==> config.mk <==
export PLATFORM = sky130hd
export DESIGN_NAME = gbAluCore
export DESIGN_NICKNAME = d
export VERILOG_FILES = /design/src/source/gbCorePkg.sv /design/src/source/aluExecute.sv /design/src/source/gbAluCore.sv /design/src/source/opDecoder.sv /design/src/source/regWriteback.sv
export SDC_FILE = /design/constraint.sdc
export NUM_CORES = 1
export LEC_CHECK = 0
export BUFFER_PORTS_ARGS = -buffer_cell sky130_fd_sc_hd__buf_4
export CAP_MARGIN = 5
export CELL_PAD_IN_SITES_DETAIL_PLACEMENT = 1
export CELL_PAD_IN_SITES_GLOBAL_PLACEMENT = 1
export CORE_MARGIN = 2
export CORE_UTILIZATION = 44
export CTS_CLUSTER_DIAMETER = 30
export DETAILED_ROUTE_END_ITERATION = 16
export PLACE_DENSITY_LB_ADDON = 0.3
export RECOVER_POWER = 25
export REMOVE_ABC_BUFFERS = 1
export SLEW_MARGIN = 20
export SYNTH_ARGS = -nofsm -noshare
export SYNTH_HDL_FRONTEND = slang
export SYNTH_SLANG_ARGS = --single-unit
==> constraint.sdc <==
create_clock -name iClock -period 4.1 [get_ports iClock]
set_clock_uncertainty 0.2 [all_clocks]
set_input_delay 0.615 -clock iClock [delete_from_list [all_inputs] [get_ports iClock]]
set_output_delay 0.615 -clock iClock [all_outputs]
set_load 0.005 [all_outputs]
==> src/source/gbCorePkg.sv <==
`default_nettype none

package gbCorePkg;

  // ----------------------------------------------------------------------
  // Opcode field encodings
  // ----------------------------------------------------------------------

  // Register codes in opcode order, M is the (HL) memory operand
  typedef enum logic [2:0] {
    REG_B = 3'd0,
    REG_C = 3'd1,
    REG_D = 3'd2,
    REG_E = 3'd3,
    REG_H = 3'd4,
    REG_L = 3'd5,
    REG_M = 3'd6,
    REG_A = 3'd7
  } regIdxT;

  // Opcode bits 5:3 of the 0x80-0xBF block
  typedef enum logic [2:0] {
    ALU_ADD = 3'd0,
    ALU_ADC = 3'd1,
    ALU_SUB = 3'd2,
    ALU_SBC = 3'd3,
    ALU_AND = 3'd4,
    ALU_XOR = 3'd5,
    ALU_OR  = 3'd6,
    ALU_CP  = 3'd7
  } aluOpT;

  typedef enum logic [1:0] {
    LOAD_REG = 2'd0,
    LOAD_IMM = 2'd1,
    ALU      = 2'd2
  } opKindT;

  // Same layout as the F register
  typedef struct packed {
    logic       z;
    logic       n;
    logic       h;
    logic       c;
    logic [3:0] zero;
  } flagsT;

  typedef struct packed {
    logic [1:0] prefix;
    regIdxT     dst;
    regIdxT     src;
  } ldFieldsT;

  typedef struct packed {
    logic [1:0] prefix;
    aluOpT      op;
    regIdxT     src;
  } aluFieldsT;

  // One opcode byte, read as a load or as an ALU op
  typedef union packed {
    ldFieldsT  ld;
    aluFieldsT alu;
  } opcodeU;

  // ----------------------------------------------------------------------
  // Stage payloads
  // ----------------------------------------------------------------------

  typedef struct packed {
    opKindT     kind;
    aluOpT      aluOp;
    regIdxT     dst;
    regIdxT     src;
    logic [7:0] imm;
    logic       writeEn;
  } decodedOpT;

  typedef struct packed {
    regIdxT     dst;
    logic       writeEn;
    logic [7:0] value;
    flagsT      flags;
  } resultT;

endpackage

`default_nettype wire

==> src/source/aluExecute.sv <==
`default_nettype none

module aluExecute import gbCorePkg::*;
(
  input  logic       decValid,
  input  decodedOpT  decoded,
  input  logic [7:0] srcValue,
  input  logic [7:0] accValue,
  input  flagsT      curFlags,
  output regIdxT     srcIdx,
  output logic       exeValid,
  output resultT     exeResult
);

  logic [7:0] operand;
  logic       carryIn;
  logic [8:0] sum9;
  logic [8:0] diff9;
  logic [4:0] sumLo;
  logic [4:0] diffLo;
  logic [7:0] value;
  flagsT      flags;

  assign srcIdx  = decoded.src;
  assign operand = (decoded.kind == LOAD_IMM) ? decoded.imm : srcValue;

  // Old carry only feeds ADC and SBC
  assign carryIn = curFlags.c &
                   ((decoded.aluOp == ALU_ADC) || (decoded.aluOp == ALU_SBC));

  // ----------------------------------------------------------------------
  // Carry and nibble paths
  // ----------------------------------------------------------------------
  assign sum9   = {1'b0, accValue} + {1'b0, operand} + {8'd0, carryIn};
  assign diff9  = {1'b0, accValue} - {1'b0, operand} - {8'd0, carryIn};
  assign sumLo  = {1'b0, accValue[3:0]} + {1'b0, operand[3:0]} + {4'd0, carryIn};
  assign diffLo = {1'b0, accValue[3:0]} - {1'b0, operand[3:0]} - {4'd0, carryIn};

  // ----------------------------------------------------------------------
  // Result value and flags
  // ----------------------------------------------------------------------
  always_comb
  begin
    value = operand;    // Loads
    flags = curFlags;   // Loads keep F

    if (decoded.kind == ALU)
    begin
      flags = '0;
      case (decoded.aluOp)
        ALU_ADD, ALU_ADC:
        begin
          value   = sum9[7:0];
          flags.h = sumLo[4];      // Carry out of bit 3
          flags.c = sum9[8];
        end
        ALU_SUB, ALU_SBC, ALU_CP:
        begin
          value   = diff9[7:0];
          flags.n = 1'b1;
          flags.h = diffLo[4];     // Borrow from bit 4
          flags.c = diff9[8];
        end
        ALU_AND:
        begin
          value   = accValue & operand;
          flags.h = 1'b1;
        end
        ALU_XOR:
        begin
          value = accValue ^ operand;
        end
        default:
        begin
          value = accValue | operand;   // OR
        end
      endcase
      flags.z = (value == 8'd0);
    end
  end

  assign exeValid = decValid;

  always_comb
  begin
    exeResult.dst     = decoded.dst;
    exeResult.writeEn = decoded.writeEn;
    exeResult.value   = value;
    exeResult.flags   = flags;
  end

endmodule

`default_nettype wire

==> src/source/gbAluCore.sv <==
`default_nettype none

module gbAluCore import gbCorePkg::*;
#(
  parameter logic [7:0] FlagsInit = 8'hB0
)
(
  input  logic       iClock,
  input  logic       arstN,
  input  logic       opValid,
  input  opcodeU     opcode,
  input  logic [7:0] immData,
  output logic       resValid,
  output resultT     result
);

  logic       decValid;
  decodedOpT  decoded;
  regIdxT     srcIdx;
  logic [7:0] srcValue;
  logic [7:0] accValue;
  flagsT      curFlags;
  logic       exeValid;
  resultT     exeResult;

  // Decode, one cycle
  opDecoder opDecoder_i (
    .iClock   (iClock),
    .arstN    (arstN),
    .opValid  (opValid),
    .opcode   (opcode),
    .immData  (immData),
    .decValid (decValid),
    .decoded  (decoded)
  );

  // Execute, combinational
  aluExecute aluExecute_i (
    .decValid  (decValid),
    .decoded   (decoded),
    .srcValue  (srcValue),
    .accValue  (accValue),
    .curFlags  (curFlags),
    .srcIdx    (srcIdx),
    .exeValid  (exeValid),
    .exeResult (exeResult)
  );

  regWriteback #(
    .FlagsInit (FlagsInit)
  ) regWriteback_i (
    .iClock    (iClock),
    .arstN     (arstN),
    .exeValid  (exeValid),
    .exeResult (exeResult),
    .srcIdx    (srcIdx),
    .srcValue  (srcValue),
    .accValue  (accValue),
    .curFlags  (curFlags),
    .resValid  (resValid),
    .result    (result)
  );

endmodule

`default_nettype wire

==> src/source/opDecoder.sv <==
`default_nettype none

module opDecoder import gbCorePkg::*;
(
  input  logic       iClock,
  input  logic       arstN,
  input  logic       opValid,
  input  opcodeU     opcode,
  input  logic [7:0] immData,
  output logic       decValid,
  output decodedOpT  decoded
);

  logic      accept;
  decodedOpT nextOp;

  // ----------------------------------------------------------------------
  // Classify the opcode byte
  // ----------------------------------------------------------------------
  always_comb
  begin
    accept         = 1'b0;
    nextOp.kind    = LOAD_REG;
    nextOp.aluOp   = opcode.alu.op;
    nextOp.dst     = opcode.ld.dst;
    nextOp.src     = opcode.ld.src;
    nextOp.imm     = immData;
    nextOp.writeEn = 1'b1;

    case (opcode.ld.prefix)
      2'b00:
      begin
        // LD r,n is 00rrr110, LD (HL),n rejected
        accept      = (opcode.ld.src == REG_M) && (opcode.ld.dst != REG_M);
        nextOp.kind = LOAD_IMM;
      end
      2'b01:
      begin
        // Also drops 0x76 since dst is M there
        accept = (opcode.ld.dst != REG_M) && (opcode.ld.src != REG_M);
      end
      2'b10:
      begin
        accept         = (opcode.alu.src != REG_M);
        nextOp.kind    = ALU;
        nextOp.dst     = REG_A;                    // All ALU ops target A
        nextOp.writeEn = (opcode.alu.op != ALU_CP);
      end
      default:
      begin
        accept = 1'b0;
      end
    endcase
  end

  // ----------------------------------------------------------------------
  // Decode register
  // ----------------------------------------------------------------------
  always_ff @(posedge iClock or negedge arstN)
  begin
    if (!arstN)
    begin
      decValid <= 1'b0;
    end
    else
    begin
      decValid <= opValid & accept;
    end
  end

  always_ff @(posedge iClock)
  begin
    if (opValid && accept)
    begin
      decoded <= nextOp;
    end
  end

endmodule

`default_nettype wire

==> src/source/regWriteback.sv <==
`default_nettype none

module regWriteback import gbCorePkg::*;
#(
  parameter logic [7:0] FlagsInit = 8'hB0
)
(
  input  logic       iClock,
  input  logic       arstN,
  input  logic       exeValid,
  input  resultT     exeResult,
  input  regIdxT     srcIdx,
  output logic [7:0] srcValue,
  output logic [7:0] accValue,
  output flagsT      curFlags,
  output logic       resValid,
  output resultT     result
);

  // B to L at their own codes, A in slot 6
  logic [7:0] regFile [7];
  flagsT      flagsQ;

  function automatic logic [2:0] slotOf(input regIdxT idx);
    return (idx == REG_A) ? 3'd6 : idx;
  endfunction

  assign srcValue = regFile[slotOf(srcIdx)];
  assign accValue = regFile[slotOf(REG_A)];
  assign curFlags = flagsQ;

  // ----------------------------------------------------------------------
  // Register bank and F
  // ----------------------------------------------------------------------
  always_ff @(posedge iClock or negedge arstN)
  begin
    if (!arstN)
    begin
      for (int i = 0; i < 7; i++)
      begin
        regFile[i] <= 8'd0;
      end
      flagsQ <= {FlagsInit[7:4], 4'd0};
    end
    else if (exeValid)
    begin
      if (exeResult.writeEn)
      begin
        regFile[slotOf(exeResult.dst)] <= exeResult.value;
      end
      flagsQ <= {exeResult.flags[7:4], 4'd0};   // Low nibble stays 0
    end
  end

  // ----------------------------------------------------------------------
  // Result output
  // ----------------------------------------------------------------------
  always_ff @(posedge iClock or negedge arstN)
  begin
    if (!arstN)
    begin
      resValid <= 1'b0;
    end
    else
    begin
      resValid <= exeValid;
    end
  end

  always_ff @(posedge iClock)
  begin
    if (exeValid)
    begin
      result <= exeResult;
    end
  end

endmodule

`default_nettype wire

==> flow_summary.json, run 1 <==
{
  "design.die.area_sq_um": 13700,
  "fmax_mhz": 246,
  "cts-root-buf": "clkbuf_16",
  "worstSkewPairLatency_ns": 0.35,
  "gr-usage-all-layers_pct": 22.6,
  "async_flop_share_pct": 63.3,
  "drc": 0,
  "hold_violations": 0,
  "period_needed_ns": 4.06,
  "grt_pass1_vias": 4514,
  "dr.pass1.iters": 4,
  "num_antenna_cells": 0,
  "criticalPathCategory": "reg2reg",
  "dpl.hpwl_um": 10100,
  "critPathRequiredTime_ns": 4.12,
  "die_w_um": 117,
  "overflow": 0,
  "arrival_ns": 4.09,
  "reg2regPathDepth": 17,
  "fin_tns_setup_ns": 0,
  "initial_utilization_pct": 44.7,
  "cp_max_fo": 8,
  "worst_slew_margin_rel_pct": -126,
  "worst_slack_ns": 0.0390,
  "pre_cts_ws_ns": -0.257,
  "grt_max_degree": 63,
  "cts_max_path_buffers": 2,
  "numCtsBuffers": 9,
  "p_per_area_nw_per_um2": 510,
  "drt.antenna.violating_nets": 0,
  "drv_cap": 1,
  "fin_util_pct": 56.4,
  "grt_pass1_wl_um": 23400,
  "cts_hold_buf": 0,
  "final_nets": 627,
  "synthCells": 496,
  "dr.first_iter.drc_count": 170,
  "synth_edf_count": 36,
  "finalSetupViolations": 0,
  "gp_congestion": 0.859,
  "num_rows": 41,
  "io_pins": 40,
  "totalPowerFinal_mw": 3.62,
  "via_per_inst": 5.52,
  "irDropWorstVdd_v": 0.000284,
  "synth-seq-area-share_pct": 46.9,
  "rsz0062_at_grt": "yes",
  "start_kind": "register",
  "via_count": 4143,
  "worst_slew_pin_slew_ns": 3.39,
  "antenna_found_initial": 0,
  "holdPathStages": 1,
  "syn_area_per_cell_sq_um": 11.3,
  "slew_viol_final": 63,
  "fillers": 1292,
  "r2r-end": "regWriteback_i.regFile[29]",
  "coreArea_sq_um": 12600,
  "area_growth_pct": 26.2,
  "hold_path.startpoint": "immData[0]",
  "io_buffers": 35,
  "rrSetupSlack_ns": 0.04,
  "r2r-start": "opDecoder_i.decoded[9]",
  "cts.sinks": 98,
  "p_leak_nw": 3.05,
  "synth_warnings": 0,
  "wl_per_cell_um": 20.0,
  "run_status": "finished with violations",
  "min_period_over_period_pct": 99.0,
  "synth_flop_cell": "dfrtp_1",
  "tritoncts": "done",
  "ys_ff_latch": 98,
  "cts.clk_slew.worst_paths_ns": 0.07,
  "hp-class": "in2reg",
  "cp-end-kind": "register",
  "min_to": "opDecoder_i.decoded[1]",
  "final_layout_size_suffix_gt1_share_pct": 38.2,
  "die-height_um": 117,
  "htree_levels": 3,
  "violations": "max-capacitance violations, max-slew violations",
  "synth.cell_area_sq_um": 5620,
  "routed_wl_um": 15000,
  "synth.distinct_cells": 57
}
==> flip-flops by register name, indices dropped and copies added, names as in the netlist <==
register,count
regWriteback_i.regFile,48
opDecoder_i.decoded,20
regWriteback_i.result,16
regWriteback_i.accValue,8
regWriteback_i.curFlags,4
opDecoder_i.decValid,1
regWriteback_i.resValid,1
==> worst max-delay path: stages, from the launching register on <==
cell	delay, ns
edfxtp_1	0.42
buf_6	0.14
buf_12	0.12
mux4_2	0.51
mux2i_2	0.19
a21oi_2	0.10
ha_1	0.33
inv_2	0.07
ha_4	0.17
or4b_4	0.52
o22ai_4	0.15
buf_6	0.14
xor2_4	0.16
nor2_2	0.05
o21ai_2	0.17
o21ai_2	0.07
buf_6	0.16
mux2_4	0.26
==> stage by stage <==
step	area, sq um	instances	hold WS, ns
floorplan	5500	474	0.119
global placement	6270	716	0.259
detailed placement	6270	716	0.264
CTS	6850	741	0.182
global route	7090	751	0.257
finish	7090	751	0.263
==> what timing repair did <==
action	in CTS	in global routing
endpoints found under the setup margin	58	57
resized for setup	38	47
pin swaps	16	13
setup buffers	9	10
==> Yosys cell counts (8+ instances only) <==
library cell	instances	share of area (%)
clkbuf_1	8	0.53
a21oi_1	20	1.8
mux2_2	58	12
inv_1	33	2.2
edfxtp_1	36	19
mux4_2	8	3.2
ha_1	30	6.7
dfrtp_1	59	26
nor2_1	30	2.0
nand2_1	37	2.5
nor2b_1	8	0.89
mux2i_1	17	3.0
o21ai_0	23	2.0
buf_2	9	0.80
xnor2_1	10	1.6
nand2b_1	11	1.2
==> power by group <==
group	switching, mW	total [mW]	internal (mW)	leakage, nW
registers	0.0893	1.25	1.16	1.17
logic	0.733	1.48	0.749	1.72
clock network	0.373	0.883	0.510	0.158
total	1.20	3.62	2.42	3.05
==> kinds of logic after synthesis <==
group,after synthesis,share of synthesized area [%]
other,1,0.0667
multiplexers,83,17.8
AO/OA/AOI/OAI,92,10.5
AND/OR/NAND/NOR,116,9.88
adder cells (fa/ha/maj),34,8.10
flip-flops,98,46.9
buffers and inverters,58,4.54
XOR/XNOR,14,2.18
==> cells in the final DEF (no fill, tap or decap), types with 4 or more instances in the layout <==
cell	Yosys	final
ha_1	30	22
nand4_1	4	4
mux2_4	0	19
mux2i_1	17	15
o31ai_1	5	5
conb_1	1	4
dfrtp_1	59	59
inv_1	33	29
mux2_2	58	39
o21ai_0	23	20
o21ai_2	2	5
edfxtp_1	36	36
a21oi_2	0	9
xnor2_1	10	9
nand3_1	5	5
inv_2	0	4
a21oi_1	20	10
ha_4	0	7
clkbuf_16	0	10
nor2_1	30	29
clkbuf_4	0	9
nor3_1	5	4
o21a_1	5	5
nand2_1	37	37
buf_6	1	4
buf_4	5	65
nand2b_1	11	11
nor2b_1	8	8
mux4_2	8	8
clkbuf_1	8	8
fa_2	0	4
==> per-layer routing <==
layer,vias to the layer above,track usage [%],share of wire [%]
met2,99,42.2,54
met1,2109,27.1,41
met3,17,4.27,3.6
li1,1918,-,-
met4,0,4.86,1.5
met5,-,0,0
==> final cells by class <==
| type | instances | area [sq um] | share of cell area (%) |
|---|---|---|---|
| clock inverter | 6 | 62.6 | 0.882 |
| sequential | 98 | 2640 | 37.2 |
| inverter | 33 | 124 | 1.75 |
| tap | 172 | 215 | 3.03 |
| multi-input combinational | 343 | 3120 | 43.9 |
| clock buffer | 10 | 250 | 3.53 |
| timing repair buffer | 89 | 691 | 9.74 |
==> worst max path at each step <==
stage | slack (ns) | startpoint | end | cells past startpoint
2_1_floorplan | -0.32 | opDecoder_i.decoded[9] | regWriteback_i.regFile[38] | 12
3_3_place_gp | -0.14 | opDecoder_i.decoded[9] | regWriteback_i.regFile[46] | 12
3_5_place_dp | -0.26 | opDecoder_i.decoded[9] | regWriteback_i.regFile[46] | 12
4_1_cts | 0.00008 | opDecoder_i.decoded[9] | regWriteback_i.regFile[37] | 15
5_1_grt | -0.12 | opDecoder_i.decoded[9] | regWriteback_i.regFile[54] | 16
6_report | 0.04 | opDecoder_i.decoded[9] | regWriteback_i.regFile[29] | 17
No activity file was read; power rests on OpenSTA's default activity.
==> run 2: changes to the inputs <==
- CORE_UTILIZATION: 44 -> 45
- SYNTH_HIERARCHICAL: default -> 1
==> run 2 against run 1 <==
Net effect:
- the flow finishes with violations (max-capacitance violations, max-slew violations, negative setup slack)
- clock power is 6.9% lower
- cell area grew 6.0%
- global-route usage decreased by 0.70 points
- critical path depth is 1 lower
- sequential cell count grew 4
- total power down 1.3%
- highest routed layer unchanged
- register-to-register slack got worse by 0.13 ns
- hold slack improved by 0.0053 ns
==> flow_summary.json, run 2 <==
{
  "cts.clk_slew.worst_paths_ns": 0.06,
  "hold_violations": 0,
  "die_w_um": 119,
  "rrSetupSlack_ns": -0.09,
  "initial_utilization_pct": 45.6,
  "finalSetupViolations": 8,
  "yosysMostFrequentCell": "mux2_2",
  "critPathRequiredTime_ns": 4.13,
  "num_rows": 42,
  "io_pins": 40,
  "async_flop_share_pct": 60.8,
  "worst_slack_ns": -0.0946,
  "seqCellArea_sq_um": 2760,
  "cts_hold_buf": 0,
  "multi_input_area_sq_um": 3260,
  "largest_reg_flops": 48,
  "pre_cts_ws_ns": -0.259,
  "p_int_mw": 2.42,
  "design.die.area_sq_um": 14300,
  "syn_area_per_cell_sq_um": 12.0,
  "start_kind": "register",
  "synth_flop_cell": "dfrtp_1",
  "r2r-end": "regWriteback_i/regFile[29]",
  "yosysTopAreaCell": "dfrtp_1",
  "irDropWorstVdd_v": 0.000273,
  "wl_per_cell_um": 20.3,
  "slew_viol_final": 63,
  "gr-usage-all-layers_pct": 21.9,
  "final_nets": 642,
  "synth_common_cells": "mux2_2, dfrtp_1, edfxtp_1",
  "synth-seq-area-share_pct": 46.0,
  "drt.antenna.violating_nets": 0,
  "arrival_ns": 4.22,
  "grt_pass1_wl_um": 24100,
  "place_area_sq_um": 6700,
  "io_buffers": 39,
  "synth_edf_count": 40,
  "p_leak_nw": 3.30,
  "hold_path.startpoint": "immData[0]",
  "yosysTopAreaCellShare_pct": 24.6,
  "fillers": 1339,
  "min_period_over_period_pct": 102,
  "overflow": 0,
  "clkPwrFrac_pct": 23.0,
  "area_growth_pct": 25.3,
  "final_layout_size_suffix_gt1_share_pct": 42.9,
  "cts.sinks": 102,
  "p_switching_mw": 1.15,
  "period_needed_ns": 4.19,
  "worstSkewPairLatency_ns": 0.34,
  "final_common_cell": "buf_4",
  "synth.distinct_cells": 67,
  "grt_pass1_vias": 4544,
  "criticalPathCategory": "reg2reg",
  "reg2regPathDepth": 16,
  "dpl.hpwl_um": 10900,
  "r2r-start": "opDecoder_i/decoded[9]",
  "tritoncts": "done",
  "numCtsBuffers": 9,
  "comb_power_share_pct": 40.5,
  "die-height_um": 119,
  "gp_congestion": 0.928,
  "cp-end-kind": "register",
  "grt_max_degree": 63,
  "worst_slew_margin_rel_pct": -127,
  "reg_top3": "regWriteback_i/regFile (48), opDecoder_i/decoded (20), regWriteback_i/result (20)",
  "rsz0062_at_grt": "yes",
  "drv_cap": 1,
  "via_per_inst": 5.50,
  "synth_warnings": 6,
  "num_antenna_cells": 0,
  "cp_max_fo": 8,
  "p_per_area_nw_per_um2": 475,
  "min_to": "opDecoder_i/decoded[1]",
  "mostFrequentLayoutCells": "buf_4, dfrtp_1, mux2_2",
  "synth.cell_area_sq_um": 6000,
  "dr.pass1.iters": 4,
  "coreArea_sq_um": 13100,
  "cts_max_path_buffers": 2,
  "fin_area_sq_um": 7520,
  "run_status": "finished with violations",
  "power_frac_seq_pct": 36.5,
  "ys_ff_latch": 102,
  "totalPowerFinal_mw": 3.57,
  "drc": 0,
  "violations": "max-capacitance violations, max-slew violations, negative setup slack",
  "htree_levels": 3,
  "holdPathStages": 1,
  "dr.first_iter.drc_count": 150,
  "via_count": 4233,
  "synth.area.top_cells": "dfrtp_1, edfxtp_1, mux2_2",
  "synthCells": 500,
  "fmax_mhz": 238,
  "worst_slew_pin_slew_ns": 3.41,
  "top_register": "regWriteback_i/regFile",
  "routed_wl_um": 15600,
  "hp-class": "in2reg",
  "netSwitchingFraction_pct": 32.2,
  "cts-root-buf": "clkbuf_16",
  "antenna_found_initial": 0
}
[run 2: worst max-delay path by stage]
stage          slack [ns]  cells after the start                    start                    endpoint
2_1_floorplan       -0.42                     15  opDecoder_i/decoded[10]  regWriteback_i/regFile[31]
3_3_place_gp        -0.14                     15  opDecoder_i/decoded[10]  regWriteback_i/regFile[47]
3_5_place_dp        -0.26                     14   opDecoder_i/decoded[9]  regWriteback_i/curFlags[7]
4_1_cts             0.001                     16   opDecoder_i/decoded[9]  regWriteback_i/curFlags[7]
5_1_grt             -0.36                     16   opDecoder_i/decoded[9]  regWriteback_i/regFile[45]
6_report            -0.09                     16   opDecoder_i/decoded[9]  regWriteback_i/regFile[29]
[run 2: logic make-up (layout without fill, tap and decap cells)]
| kind of cell | count (synthesis) | in the layout | synth area share (%) |
|---|---|---|---|
| compound gates | 85 | 85 | 10.1 |
| xor+xnor | 10 | 10 | 1.46 |
| fa+ha+maj | 34 | 34 | 7.59 |
| buf+inv | 72 | 163 | 6.11 |
| flops | 102 | 102 | 46.0 |
| mux | 101 | 101 | 18.8 |
| other cells | 1 | 4 | 0.0625 |
| simple gates | 95 | 95 | 9.87 |
[run 2: through the flow]
| stage | std cells | hold slack (ns) | setup TNS (ns) | util (%) |
|---|---|---|---|---|
| finish | 770 | 0.268 | -0.676 | 57.2 |
| CTS | 765 | 0.177 | 0 | 55.1 |
| global placement | 733 | 0.278 | -1.89 | 51.0 |
| detailed placement | 733 | 0.294 | -3.73 | 51.0 |
| floorplan | 462 | 0.119 | -8.79 | - |
| global route | 770 | 0.261 | -7.97 | 57.2 |
[run 2: cell type report]
cell class	instances	area share, %
Multi-Input combinational cell	329	43.3
Inverter	31	1.55
Clock inverter	3	0.216
Tap cell	176	2.93
Sequential cell	102	36.7
Timing Repair Buffer	116	11.6
Clock buffer	13	3.73
[run 2: power by group through the flow]
stage	sequential, mW	clock [mW]	combinational, mW
after floorplan	1.31	0	0.669
after CTS	1.30	0.850	1.22
final	1.30	0.822	1.45
after detailed placement	1.32	0	1.10
after global placement	1.31	0	1.06
after global routing	1.32	0.875	1.57
[run 2: repair_timing]
item,CTS,global route
endpoints found under the setup margin,27,43
gates resized for setup,29,50
pin swaps,5,9
buffers inserted,16,7
[run 2: worst max-delay path, stage by stage, from the launching register on]
cell	delay, ns
edfxtp_1	0.44
mux2_4	0.33
o211ai_1	0.21
o221ai_2	0.14
mux2i_1	0.19
inv_1	0.09
fa_1	0.55
inv_2	0.06
ha_4	0.16
o21ai_4	0.16
a21oi_4	0.09
or3_4	0.36
a2111oi_4	0.40
a211o_1	0.18
mux2i_1	0.08
buf_4	0.16
mux2_2	0.26
[run 2: metal layers]
| metal | wire [um] | track usage (%) | part of all wire, % | vias to the layer above |
|---|---|---|---|---|
| met1 | 6510 | 27.1 | 42 | 2148 |
| met2 | 8240 | 39.0 | 53 | 87 |
| met5 | 0 | 0 | 0 | - |
| met4 | 335 | 6.40 | 2.1 | 0 |
| met3 | 543 | 3.98 | 3.5 | 23 |
| li1 | - | - | - | 1975 |
==> run 3: changes to the inputs <==
--- a/config.mk
+++ b/config.mk
@@ -15,3 +15,3 @@
 export DETAILED_ROUTE_END_ITERATION = 16
-export PLACE_DENSITY_LB_ADDON = 0.3
+export PLACE_DENSITY_LB_ADDON = 0.2
 export RECOVER_POWER = 25
--- a/constraint.sdc
+++ b/constraint.sdc
@@ -4,2 +4,2 @@
 set_output_delay 0.615 -clock iClock [all_outputs]
-set_load 0.005 [all_outputs]
+set_load 0.01 [all_outputs]
==> run 3 against run 2 <==
Net effect:
- the flow still finishes with violations (max-capacitance violations, max-slew violations, negative setup slack)
- fmax shrank 1.3%
- highest routed layer unchanged
- critical endpoint is now regWriteback_i/regFile[39]
- clock-buffer cell count shrank 1
- critical path type unchanged
- final cell count shrank 0.52%
==> flow_summary.json, run 3 (synthesis gave the netlist of run 2 again) <==
{
  "die_w_um": 119,
  "run_status": "finished with violations",
  "dr.pass1.iters": 4,
  "gr-usage-all-layers_pct": 23.2,
  "path_cells": "buf_6 > buf_4 > mux2_2 > o211ai_1 > o221ai_1 > mux2i_1 > ha_1 > ha_1 > nor2b_1 > a311oi_2 > xnor2_1 > a311oi_1 > a31oi_1 > mux2_4 > mux2_2",
  "cts.clk_slew.worst_paths_ns": 0.07,
  "grt_pass1_vias": 4700,
  "rsz0062_at_grt": "yes",
  "top_register": "regWriteback_i/regFile",
  "via_count": 4202,
  "drc": 0,
  "stdcell_count": 766,
  "num_antenna_cells": 0,
  "finalSetupViolations": 15,
  "cp-end-kind": "register",
  "design.die.area_sq_um": 14300,
  "die-height_um": 119,
  "hold_violations": 0,
  "wl_per_cell_um": 20.9,
  "cts_max_path_buffers": 2,
  "hold_path.startpoint": "immData[3]",
  "reg2regPathDepth": 15,
  "routed_wl_um": 16000,
  "final_layout_size_suffix_gt1_share_pct": 41.4,
  "critPathRequiredTime_ns": 4.13,
  "critPathTopFamily": "multiplexers",
  "initial_utilization_pct": 45.6,
  "area_growth_pct": 23.3,
  "wl_met1_um": 6750,
  "highest_layer": "met4",
  "io_buffers": 39,
  "numCtsBuffers": 9,
  "hp-class": "in2reg",
  "htree_levels": 3,
  "fillers": 1344,
  "gp_congestion": 0.895,
  "worstSkewPairLatency_ns": 0.36,
  "mostFrequentLayoutCells": "buf_4, dfrtp_1, mux2_2",
  "dpl.hpwl_um": 11300,
  "slew_viol_final": 63,
  "whs_ns": 0.253,
  "antenna_found_initial": 0,
  "final_nets": 638,
  "crit_slowest_cell": "edfxtp_1",
  "worst_slew_margin_rel_pct": -129,
  "p_leak_nw": 3.27,
  "cts-root-buf": "clkbuf_16",
  "worst_slew_pin_slew_ns": 3.44,
  "r2r-start": "opDecoder_i/decoded[9]",
  "min_period_over_period_pct": 104,
  "grt_pass1_wl_um": 25200,
  "reg_top3": "regWriteback_i/regFile (48), opDecoder_i/decoded (20), regWriteback_i/result (20)",
  "violations": "max-capacitance violations, max-slew violations, negative setup slack",
  "final_common_cell": "buf_4",
  "worst_slack_ns": -0.148,
  "dr.first_iter.drc_count": 144,
  "period_needed_ns": 4.25,
  "r2r-end": "regWriteback_i/regFile[39]",
  "overflow": 0,
  "rrSetupSlack_ns": -0.15,
  "slowest_delay_ns": 0.42,
  "start_kind": "register",
  "drt.antenna.violating_nets": 0,
  "dp_cells": 733,
  "criticalPathCategory": "reg2reg",
  "cts.sinks": 102,
  "cp_max_fo": 8,
  "met3WireLength_um": 533,
  "holdPathStages": 1,
  "grt_max_degree": 63,
  "drv_cap": 1,
  "path_buf_inv": 2,
  "largest_reg_flops": 48,
  "num_rows": 42,
  "via_per_inst": 5.49,
  "totalPowerFinal_mw": 3.58,
  "min_to": "opDecoder_i/decoded[4]",
  "tritoncts": "done",
  "fmax_mhz": 235,
  "wl_met2_um": 8540,
  "irDropWorstVdd_v": 0.000279,
  "arrival_ns": 4.28,
  "coreArea_sq_um": 13100,
  "p_per_area_nw_per_um2": 484,
  "io_pins": 40
}
run 3: routing by layer:
layer	global-route usage, %	vias to the layer above
met5	0	-
met1	27.5	2143
met3	5.70	19
met4	6.54	0
met2	41.7	81
li1	-	1959
run 3: through the flow:
step | setup slack, ns | util [%] | TNS, ns | cell area (sq um)
after floorplan | -0.417 | - | -8.79 | 5760
after global placement | -0.225 | 51.0 | -4.24 | 6700
after detailed placement | -0.317 | 51.0 | -7.93 | 6700
after CTS | 0.00536 | 55.4 | 0 | 7280
after global routing | -0.304 | 56.3 | -7.52 | 7390
final | -0.148 | 56.3 | -1.10 | 7390
run 3: worst register-to-register path, delay by kind of cell, from the launching register on:
kind / cells / cell delay, ns
xor gates and xnor gates: 1 / 0.12
and+or+nand+nor: 1 / 0.15
buffers and inverters: 2 / 0.28
AOI/OAI and AO/OA: 5 / 1.02
adders and majority gates: 2 / 0.67
DFF: 1 / 0.42
muxes: 4 / 1.26
run 3: timing repair:
item                                    CTS  global route
endpoints found under the hold margin     0             0
gates resized for setup                  37            28
cloned                                    0             0
endpoints found under the setup margin   44            43
setup buffers                            16             1
hold buffers                              0             0
pin swaps                                10             7
run 3: power breakdown:
part	internal [mW]	switching [mW]
Clock	0.510	0.385
Combinational	0.680	0.702
Sequential	1.21	0.0898
run 3: worst max path at each step:
stage	start	endpoint	slack (ns)	cells after the start
after floorplan	opDecoder_i/decoded[10]	regWriteback_i/regFile[31]	-0.42	15
after global placement	opDecoder_i/decoded[9]	regWriteback_i/regFile[46]	-0.23	16
after detailed placement	opDecoder_i/decoded[9]	regWriteback_i/regFile[39]	-0.32	16
after CTS	opDecoder_i/decoded[9]	regWriteback_i/curFlags[7]	0.005	14
after global routing	opDecoder_i/decoded[9]	regWriteback_i/regFile[39]	-0.30	17
final	opDecoder_i/decoded[9]	regWriteback_i/regFile[39]	-0.15	15
run 3: layout make-up:
| class | count | area, sq um | share of cell area, % |
|---|---|---|---|
| Inverter | 31 | 116 | 1.57 |
| Multi-Input combinational cell | 329 | 3160 | 42.7 |
| Timing Repair Buffer | 112 | 830 | 11.2 |
| Clock buffer | 12 | 256 | 3.47 |
| Clock inverter | 4 | 55.1 | 0.745 |
| Tap cell | 176 | 220 | 2.98 |
| Sequential cell | 102 | 2760 | 37.3 |
